### config.mk
export PLATFORM = sky130hd
export DESIGN_NAME = decode_stage
export DESIGN_NICKNAME = d
export VERILOG_FILES = /design/src/decode_pkg.sv /design/src/inst_decoder.sv /design/src/operand_forward.sv /design/src/branch_unit.sv /design/src/id_ex_reg.sv /design/src/decode_stage.sv
export SDC_FILE = /design/constraint.sdc
export NUM_CORES = 1
export LEC_CHECK = 0
export ABC_CLOCK_PERIOD_IN_PS = 7500
export BUFFER_PORTS_ARGS = -buffer_cell sky130_fd_sc_hd__buf_2
export CAP_MARGIN = 20
export CORE_ASPECT_RATIO = 1.1
export CORE_MARGIN = 3
export CORE_UTILIZATION = 35
export CTS_BUF_LIST = sky130_fd_sc_hd__clkbuf_8
export DETAILED_ROUTE_END_ITERATION = 10
export PLACE_DENSITY = 0.72
export SKIP_CTS_REPAIR_TIMING = 1
export SLEW_MARGIN = 20
export SYNTH_ARGS = -nofsm -noshare
export SYNTH_HDL_FRONTEND = slang
export SYNTH_SLANG_ARGS = --single-unit
### constraint.sdc
create_clock -name clk_i -period 7.5 [get_ports clk_i]
set_clock_uncertainty 0.05 [all_clocks]
set_input_delay 0.375 -clock clk_i [delete_from_list [all_inputs] [get_ports clk_i]]
set_output_delay 0.375 -clock clk_i [all_outputs]
set_load 0.01 [all_outputs]
### src/decode_pkg.sv
package decode_pkg;

    localparam int word_w     = 32;
    localparam int reg_addr_w = 5;

    typedef logic [word_w-1:0]     word_t;
    typedef logic [reg_addr_w-1:0] reg_addr_t;

    // JAL writes its return address here
    localparam reg_addr_t link_reg = 5'd31;

    // REGIMM rt field
    localparam reg_addr_t rt_bltz = 5'd0;
    localparam reg_addr_t rt_bgez = 5'd1;

    typedef enum logic [5:0] {
        op_special = 6'h00, op_regimm = 6'h01, op_j     = 6'h02, op_jal   = 6'h03,
        op_beq     = 6'h04, op_bne    = 6'h05, op_blez  = 6'h06, op_bgtz  = 6'h07,
        op_addi    = 6'h08, op_addiu  = 6'h09, op_slti  = 6'h0a, op_sltiu = 6'h0b,
        op_andi    = 6'h0c, op_ori    = 6'h0d, op_xori  = 6'h0e, op_lui   = 6'h0f,
        op_lb      = 6'h20, op_lh     = 6'h21, op_lw    = 6'h23, op_lbu   = 6'h24,
        op_lhu     = 6'h25, op_sb     = 6'h28, op_sh    = 6'h29, op_sw    = 6'h2b
    } opcode_e;

    typedef enum logic [5:0] {
        fn_sll  = 6'h00, fn_srl  = 6'h02, fn_sra  = 6'h03, fn_sllv = 6'h04,
        fn_srlv = 6'h06, fn_srav = 6'h07, fn_jr   = 6'h08, fn_jalr = 6'h09,
        fn_add  = 6'h20, fn_addu = 6'h21, fn_sub  = 6'h22, fn_subu = 6'h23,
        fn_and  = 6'h24, fn_or   = 6'h25, fn_xor  = 6'h26, fn_nor  = 6'h27,
        fn_slt  = 6'h2a, fn_sltu = 6'h2b
    } funct_e;

    // Zero must stay the NOP so a cleared packet is a bubble
    typedef enum logic [5:0] {
        alu_nop = 6'd0,
        alu_and, alu_or, alu_xor, alu_nor,
        alu_sll, alu_srl, alu_sra,
        alu_add, alu_addu, alu_sub, alu_subu, alu_slt, alu_sltu, alu_addi, alu_addiu,
        alu_lb, alu_lbu, alu_lh, alu_lhu, alu_lw, alu_sb, alu_sh, alu_sw,
        alu_j, alu_jal, alu_jr, alu_jalr,
        alu_beq, alu_bne, alu_bgtz, alu_blez, alu_bgez, alu_bltz
    } alu_op_e;

    typedef enum logic [2:0] {
        sel_nop = 3'd0, sel_logic, sel_shift, sel_arith, sel_load_store, sel_jump_branch
    } alu_sel_e;

    typedef struct packed {
        logic      wreg;
        reg_addr_t waddr;
        word_t     wdata;
        alu_op_e   alu_op;
    } fwd_t;

    typedef struct packed {
        alu_op_e   alu_op;
        alu_sel_e  alu_sel;
        logic      reg1_read;
        logic      reg2_read;
        reg_addr_t reg1_addr;
        reg_addr_t reg2_addr;
        reg_addr_t wd;
        logic      wreg;
        word_t     imm;
    } dec_t;

    typedef struct packed {
        logic  flag;
        word_t target;
        logic  next_in_delay_slot;
    } branch_t;

    typedef struct packed {
        alu_op_e   alu_op;
        alu_sel_e  alu_sel;
        word_t     src1;
        word_t     src2;
        reg_addr_t wd;
        logic      wreg;
        word_t     link_addr;
        logic      in_delay_slot;
        word_t     inst;
    } id_ex_t;

    function automatic logic is_load_op(alu_op_e op);
        return op inside {alu_lb, alu_lbu, alu_lh, alu_lhu, alu_lw};
    endfunction

endpackage

### src/inst_decoder.sv
`timescale 1ns/1ps

module inst_decoder
    import decode_pkg::*;
(
    input  word_t inst_i,
    output dec_t  dec_o
);

    opcode_e   op;
    funct_e    funct;
    reg_addr_t rs;
    reg_addr_t rt;
    reg_addr_t rd;
    reg_addr_t sa;
    logic [15:0] imm16;

    alu_op_e  sp_op;
    alu_op_e  alu_op;
    alu_sel_e alu_sel;
    logic     sa_shift;

    assign op    = opcode_e'(inst_i[31:26]);
    assign rs    = inst_i[25:21];
    assign rt    = inst_i[20:16];
    assign rd    = inst_i[15:11];
    assign sa    = inst_i[10:6];
    assign funct = funct_e'(inst_i[5:0]);
    assign imm16 = inst_i[15:0];

    assign sa_shift = funct inside {fn_sll, fn_srl, fn_sra};

    // SPECIAL group by function field
    always_comb begin
        case (funct)
            fn_sll, fn_sllv: sp_op = alu_sll;
            fn_srl, fn_srlv: sp_op = alu_srl;
            fn_sra, fn_srav: sp_op = alu_sra;
            fn_jr:           sp_op = alu_jr;
            fn_jalr:         sp_op = alu_jalr;
            fn_add:          sp_op = alu_add;
            fn_addu:         sp_op = alu_addu;
            fn_sub:          sp_op = alu_sub;
            fn_subu:         sp_op = alu_subu;
            fn_and:          sp_op = alu_and;
            fn_or:           sp_op = alu_or;
            fn_xor:          sp_op = alu_xor;
            fn_nor:          sp_op = alu_nor;
            fn_slt:          sp_op = alu_slt;
            fn_sltu:         sp_op = alu_sltu;
            default:         sp_op = alu_nop;
        endcase
    end

    always_comb begin
        alu_op = alu_nop;
        case (op)
            op_special: begin
                // Shift by sa needs rs zero, the rest need sa zero
                if (sa_shift ? (rs == 5'd0) : (sa == 5'd0)) begin
                    alu_op = sp_op;
                end
            end
            op_regimm: begin
                if (rt == rt_bltz) begin
                    alu_op = alu_bltz;
                end else if (rt == rt_bgez) begin
                    alu_op = alu_bgez;
                end
            end
            op_j:            alu_op = alu_j;
            op_jal:          alu_op = alu_jal;
            op_beq:          alu_op = alu_beq;
            op_bne:          alu_op = alu_bne;
            op_blez:         alu_op = alu_blez;
            op_bgtz:         alu_op = alu_bgtz;
            op_addi:         alu_op = alu_addi;
            op_addiu:        alu_op = alu_addiu;
            op_slti:         alu_op = alu_slt;
            op_sltiu:        alu_op = alu_sltu;
            op_andi:         alu_op = alu_and;
            op_ori, op_lui:  alu_op = alu_or;
            op_xori:         alu_op = alu_xor;
            op_lb:           alu_op = alu_lb;
            op_lbu:          alu_op = alu_lbu;
            op_lh:           alu_op = alu_lh;
            op_lhu:          alu_op = alu_lhu;
            op_lw:           alu_op = alu_lw;
            op_sb:           alu_op = alu_sb;
            op_sh:           alu_op = alu_sh;
            op_sw:           alu_op = alu_sw;
            default:         alu_op = alu_nop;
        endcase
    end

    always_comb begin
        case (alu_op)
            alu_and, alu_or, alu_xor, alu_nor: alu_sel = sel_logic;
            alu_sll, alu_srl, alu_sra:         alu_sel = sel_shift;
            alu_add, alu_addu, alu_sub, alu_subu,
            alu_slt, alu_sltu, alu_addi, alu_addiu: alu_sel = sel_arith;
            alu_lb, alu_lbu, alu_lh, alu_lhu, alu_lw,
            alu_sb, alu_sh, alu_sw:            alu_sel = sel_load_store;
            alu_j, alu_jal, alu_jr, alu_jalr, alu_beq, alu_bne,
            alu_bgtz, alu_blez, alu_bgez, alu_bltz: alu_sel = sel_jump_branch;
            default:                           alu_sel = sel_nop;
        endcase
    end

    always_comb begin
        dec_o           = '0;
        dec_o.reg1_addr = rs;
        dec_o.reg2_addr = rt;
        if (alu_op != alu_nop) begin
            dec_o.alu_op  = alu_op;
            dec_o.alu_sel = alu_sel;
            case (op)
                op_special: begin
                    dec_o.reg1_read = !sa_shift;
                    dec_o.reg2_read = !(funct inside {fn_jr, fn_jalr});
                    dec_o.wd        = rd;
                    dec_o.wreg      = (funct != fn_jr);
                    dec_o.imm       = sa_shift ? {27'd0, sa} : '0;
                end
                op_regimm, op_blez, op_bgtz: dec_o.reg1_read = 1'b1;
                op_beq, op_bne, op_sb, op_sh, op_sw: begin
                    dec_o.reg1_read = 1'b1;
                    dec_o.reg2_read = 1'b1;
                end
                op_jal: begin
                    dec_o.wd   = link_reg;
                    dec_o.wreg = 1'b1;
                end
                op_j: ;
                default: begin
                    // I-type writing rt
                    dec_o.reg1_read = 1'b1;
                    dec_o.wd        = rt;
                    dec_o.wreg      = 1'b1;
                    if (op inside {op_addi, op_addiu, op_slti, op_sltiu}) begin
                        dec_o.imm = {{16{imm16[15]}}, imm16};
                    end else if (op inside {op_andi, op_ori, op_xori}) begin
                        dec_o.imm = {16'h0, imm16};
                    end else if (op == op_lui) begin
                        dec_o.imm = {imm16, 16'h0};
                    end
                end
            endcase
        end
    end

endmodule

### src/operand_forward.sv
`timescale 1ns/1ps

module operand_forward
    import decode_pkg::*;
(
    input  dec_t  dec_i,
    input  word_t rf_rdata1_i,
    input  word_t rf_rdata2_i,
    input  fwd_t  ex_fwd_i,
    input  fwd_t  mem_fwd_i,
    output word_t src1_o,
    output word_t src2_o,
    output logic  stall_o
);

    logic ex_load;

    // EX result wins over MEM, MEM over the register file
    function automatic word_t resolve(logic rd_en, reg_addr_t addr, word_t rf_data,
                                      word_t imm, fwd_t ex, fwd_t mem);
        if (!rd_en) begin
            return imm;
        end else if (ex.wreg && ex.waddr == addr) begin
            return ex.wdata;
        end else if (mem.wreg && mem.waddr == addr) begin
            return mem.wdata;
        end
        return rf_data;
    endfunction

    assign src1_o = resolve(dec_i.reg1_read, dec_i.reg1_addr, rf_rdata1_i, dec_i.imm,
                            ex_fwd_i, mem_fwd_i);
    assign src2_o = resolve(dec_i.reg2_read, dec_i.reg2_addr, rf_rdata2_i, dec_i.imm,
                            ex_fwd_i, mem_fwd_i);

    // Load data only exists after MEM
    assign ex_load = ex_fwd_i.wreg && is_load_op(ex_fwd_i.alu_op);
    assign stall_o = ex_load &&
                     ((dec_i.reg1_read && ex_fwd_i.waddr == dec_i.reg1_addr) ||
                      (dec_i.reg2_read && ex_fwd_i.waddr == dec_i.reg2_addr));

endmodule

### src/branch_unit.sv
`timescale 1ns/1ps

module branch_unit
    import decode_pkg::*;
(
    input  word_t   pc_i,
    input  word_t   inst_i,
    input  dec_t    dec_i,
    input  word_t   src1_i,
    input  word_t   src2_i,
    input  logic    stall_i,
    output branch_t branch_o,
    output word_t   link_addr_o
);

    word_t pc_plus_4;
    word_t pc_plus_8;
    word_t br_offset;
    word_t jump_target;
    word_t target;
    logic  taken;

    assign pc_plus_4   = pc_i + 32'd4;
    assign pc_plus_8   = pc_i + 32'd8;
    assign br_offset   = {{14{inst_i[15]}}, inst_i[15:0], 2'b00};
    assign jump_target = {pc_plus_4[31:28], inst_i[25:0], 2'b00};

    always_comb begin
        taken  = 1'b0;
        target = pc_plus_4 + br_offset;
        case (dec_i.alu_op)
            alu_j, alu_jal: begin
                taken  = 1'b1;
                target = jump_target;
            end
            alu_jr, alu_jalr: begin
                taken  = 1'b1;
                target = src1_i;
            end
            alu_beq:  taken = (src1_i == src2_i);
            alu_bne:  taken = (src1_i != src2_i);
            alu_bgtz: taken = !src1_i[31] && (src1_i != '0);
            alu_blez: taken = src1_i[31] || (src1_i == '0);
            alu_bgez: taken = !src1_i[31];
            alu_bltz: taken = src1_i[31];
            default:  taken = 1'b0;
        endcase
    end

    // No redirect while the stage is stalled
    assign branch_o.flag               = taken && !stall_i;
    assign branch_o.next_in_delay_slot = taken && !stall_i;
    assign branch_o.target             = taken ? target : '0;

    assign link_addr_o = (dec_i.alu_op inside {alu_jal, alu_jalr}) ? pc_plus_8 : '0;

endmodule

### src/id_ex_reg.sv
`timescale 1ns/1ps

module id_ex_reg
    import decode_pkg::*;
(
    input  logic   clk_i,
    input  logic   arst_n_i,
    input  logic   stall_i,
    input  dec_t   dec_i,
    input  word_t  src1_i,
    input  word_t  src2_i,
    input  word_t  link_addr_i,
    input  logic   in_delay_slot_i,
    input  word_t  inst_i,
    output id_ex_t id_ex_o
);

    id_ex_t next_pkt;
    logic   bubble;

    // Undecoded words travel as a bubble too
    assign bubble = stall_i || (dec_i.alu_op == alu_nop);

    always_comb begin
        next_pkt = '0;
        if (!bubble) begin
            next_pkt.alu_op        = dec_i.alu_op;
            next_pkt.alu_sel       = dec_i.alu_sel;
            next_pkt.src1          = src1_i;
            next_pkt.src2          = src2_i;
            next_pkt.wd            = dec_i.wd;
            next_pkt.wreg          = dec_i.wreg;
            next_pkt.link_addr     = link_addr_i;
            next_pkt.in_delay_slot = in_delay_slot_i;
            next_pkt.inst          = inst_i;
        end
    end

    always_ff @(posedge clk_i or negedge arst_n_i) begin
        if (!arst_n_i) begin
            id_ex_o <= '0;
        end else begin
            id_ex_o <= next_pkt;
        end
    end

endmodule

### src/decode_stage.sv
`timescale 1ns/1ps

module decode_stage
    import decode_pkg::*;
(
    input  logic      clk_i,
    input  logic      arst_n_i,
    input  word_t     pc_i,
    input  word_t     inst_i,
    input  logic      in_delay_slot_i,
    input  word_t     rf_rdata1_i,
    input  word_t     rf_rdata2_i,
    input  fwd_t      ex_fwd_i,
    input  fwd_t      mem_fwd_i,
    output reg_addr_t rf_raddr1_o,
    output reg_addr_t rf_raddr2_o,
    output logic      stall_o,
    output branch_t   branch_o,
    output id_ex_t    id_ex_o
);

    dec_t  dec;
    word_t src1;
    word_t src2;
    word_t link_addr;

    inst_decoder u_inst_decoder (
        .inst_i (inst_i),
        .dec_o  (dec)
    );

    // Register file answers in the same cycle
    assign rf_raddr1_o = dec.reg1_addr;
    assign rf_raddr2_o = dec.reg2_addr;

    operand_forward u_operand_forward (
        .dec_i       (dec),
        .rf_rdata1_i (rf_rdata1_i),
        .rf_rdata2_i (rf_rdata2_i),
        .ex_fwd_i    (ex_fwd_i),
        .mem_fwd_i   (mem_fwd_i),
        .src1_o      (src1),
        .src2_o      (src2),
        .stall_o     (stall_o)
    );

    branch_unit u_branch_unit (
        .pc_i        (pc_i),
        .inst_i      (inst_i),
        .dec_i       (dec),
        .src1_i      (src1),
        .src2_i      (src2),
        .stall_i     (stall_o),
        .branch_o    (branch_o),
        .link_addr_o (link_addr)
    );

    id_ex_reg u_id_ex_reg (
        .clk_i           (clk_i),
        .arst_n_i        (arst_n_i),
        .stall_i         (stall_o),
        .dec_i           (dec),
        .src1_i          (src1),
        .src2_i          (src2),
        .link_addr_i     (link_addr),
        .in_delay_slot_i (in_delay_slot_i),
        .inst_i          (inst_i),
        .id_ex_o         (id_ex_o)
    );

endmodule

==> metrics.txt <==
outcome finished, final reports clean; post-layout util ~44%; EDFF count, synth 0; Critical-path top delay cell or4_1; clk buf depth 2; WP buf/inv 5; syn_nets 1659; total power 2.270 mW; fin. max-slew vios 0; Yosys reg bits 144; CTS Buf Count 17; H-tree Lvls 4; DR pass1 iterations 6; TNS Setup 0 ps; Setup-failing EPs final 0; Synth top area share 31.69%; die area 34690 sq um; Iteration-0 DRC Markers 1513; post-synthesis cell count 1402; commonest non-fill, non-tap cell in the layout buf_2; Hold Worst Slack ~47 ps; setup slack after layout 1008 ps; layout cells sized above 1 between 20 and 30%; Synth cell types 80; Layout Cells excl Fill 2180; Pleak 6.881 nW; Die X 177.9 um; dpl ws 1179 ps; Most flops, register u_id_ex_reg.id_ex_o; CTS sink count 144; vias in the first global route between 10000 and 15000; post-DP HPWL 42.51 mm; RSZ-0062 raised after global routing no; ANT nets after route 0; register area share after synthesis 31.69%; Critical Path RT 7070 ps; minimum clock period 6492 ps; Hold Crit Depth 2; worst hold-check path type in -> reg; Via Count 12923; area of placed instances 13720 sq um; DP Cell Count between 2000 and 2500; WL/cell 25.31 um; Synth warnings 0; pwr dens about 160 nW/um^2; Setup CP Type in -> out; Layout area overhead 24.09%; initial antenna violation count 7; CP max stage delay a little over 600 ps; top post-synthesis cells by area dfrtp_1 (32%), xnor2_1 (6.2%), nor2_1 (5.2%), nand2_1 (4.6%), a21oi_1 (4.1%); CP Capture Type primary output; total grt overflow 0; CTS tree built; row cnt 68; max frequency 154.0 MHz; PortBufs around 400; DR vias/cell a little under 6; Clock Tree Root clkbuf_8; largest registers u_id_ex_reg.id_ex_o: 144 flops; clock-pin slew on the worst setup and hold paths 110 ps; commonest cells after routing, fill and taps aside buf_2 (400), nor2_1 (156), dfrtp_1 (144); top_reg_cell synth dfrtp_1; HP Start in_delay_slot_i; max_slew headroom around 23%; final worst path period share between 80% and 90%; DRC 0; Data arrival, critical path 6070 ps; final WL 55.17 mm; first-pass GRT wire length about 79 mm; Least-Margin Pin Slew 1149 ps; worst-path cell chain buf_2 -> inv_1 -> ha_1 -> nor3_1 -> o211ai_1 -> a21oi_2 -> o31ai_1 -> a31oi_2 -> buf_4 -> o211a_1 -> xor2_1 -> o2111ai_1 -> or4_1 -> nor4_1 -> o2111ai_2 -> buf_4 -> a221oi_1 -> buf_2; mean area per synthesized cell 8.110 sq um; Max FO, Critical Path 33; core area 31740 sq um; CP Launch Type primary input; Yosys top cell by area dfrtp_1; worst vdd ir 0.07634 mV; post-synthesis async set-or-reset flop share 100.0%; global placer's final weighted congestion 0.9711; starting density of the core between 30 and 40%; delay-heaviest family, CP compound AO/OA/AOI/OAI gates; nets 2001; die height 195.0 um; largest net degree at the start of global routing between 70 and 80; max cap viols 0; Cell Area, Synth 11370 sq um; Hold Path Sink u_id_ex_reg.id_ex_o[32]; Ports 408; Final Hold Viols 0; Largest register FFs 144; Post-Layout Inst Area 14110 sq um; global-route usage over all layers 30.62%
==> synth_stat cells (all sizes together), types with 5 or more instances <==
library cell / instances
a21o: 10
o21a: 5
nor2: 159
nand4: 12
ha: 37
or2: 9
a22oi: 10
nand2: 140
nor3: 38
dfrtp: 144
a21oi: 95
mux2i: 30
o211ai: 18
o21ai: 46
xor2: 49
nor2b: 12
nand4b: 6
o21bai: 6
and3: 41
xnor2: 80
and2: 53
nand2b: 6
clkbuf: 75
buf: 31
nor4: 17
or4: 9
or3: 20
a32oi: 14
o32a: 12
a31oi: 8
o41ai: 6
nand3: 67
o211a: 18
a221oi: 21
inv: 18
o31ai: 5
==> logic make-up (layout without fill, tap and decap cells) <==
kind of cell	after synthesis	count (layout)	synth area share, %
AOI/OAI and AO/OA	326	326	20.28
muxes	33	33	2.938
xor gates and xnor gates	129	129	9.936
DFF	144	144	31.69
and+or+nand+nor	606	606	26.27
adders and majority gates	39	39	4.335
other	1	4	0.03298
buffers and inverters	124	479	4.522
==> layout make-up <==
class / instances / area [sq um]
diodes: 3 / 7.507
clock buffers: 17 / 234.0
clock inverters: 15 / 141.4
fillers: 3180 / 17630
inverters: 18 / 67.56
multi-input cells: 1134 / 7305
flip-flops and latches: 144 / 3603
well taps: 420 / 525.5
repair buffers: 429 / 2226
==> worst max-delay path by stage <==
stage,startpoint,end,slack (ps),cells after the start
after detailed placement,inst_i[1],branch_o[23],1180,18
after floorplan,inst_i[3],branch_o[33],2130,15
after global placement,inst_i[1],branch_o[23],1190,18
after global routing,inst_i[1],branch_o[30],850,18
final,inst_i[1],branch_o[23],1010,18
after CTS,inst_i[1],branch_o[23],1170,18
==> routing by layer <==
layer	vias up	track usage [%]	wire, um
li1	5729	-	-
met3	153	6.320	5531
met5	-	0	20
met2	887	50.53	25820
met4	4	12.54	2247
met1	6150	38.92	21550
==> report_power, final <==
| group | total, mW | internal (mW) | switching [mW] |
|---|---|---|---|
| combinational | 0.795 | 0.287 | 0.507 |
| clock | 0.632 | 0.244 | 0.388 |
| sequential | 0.843 | 0.828 | 0.0146 |
Note: power is estimated with default switching activity, not from simulation.
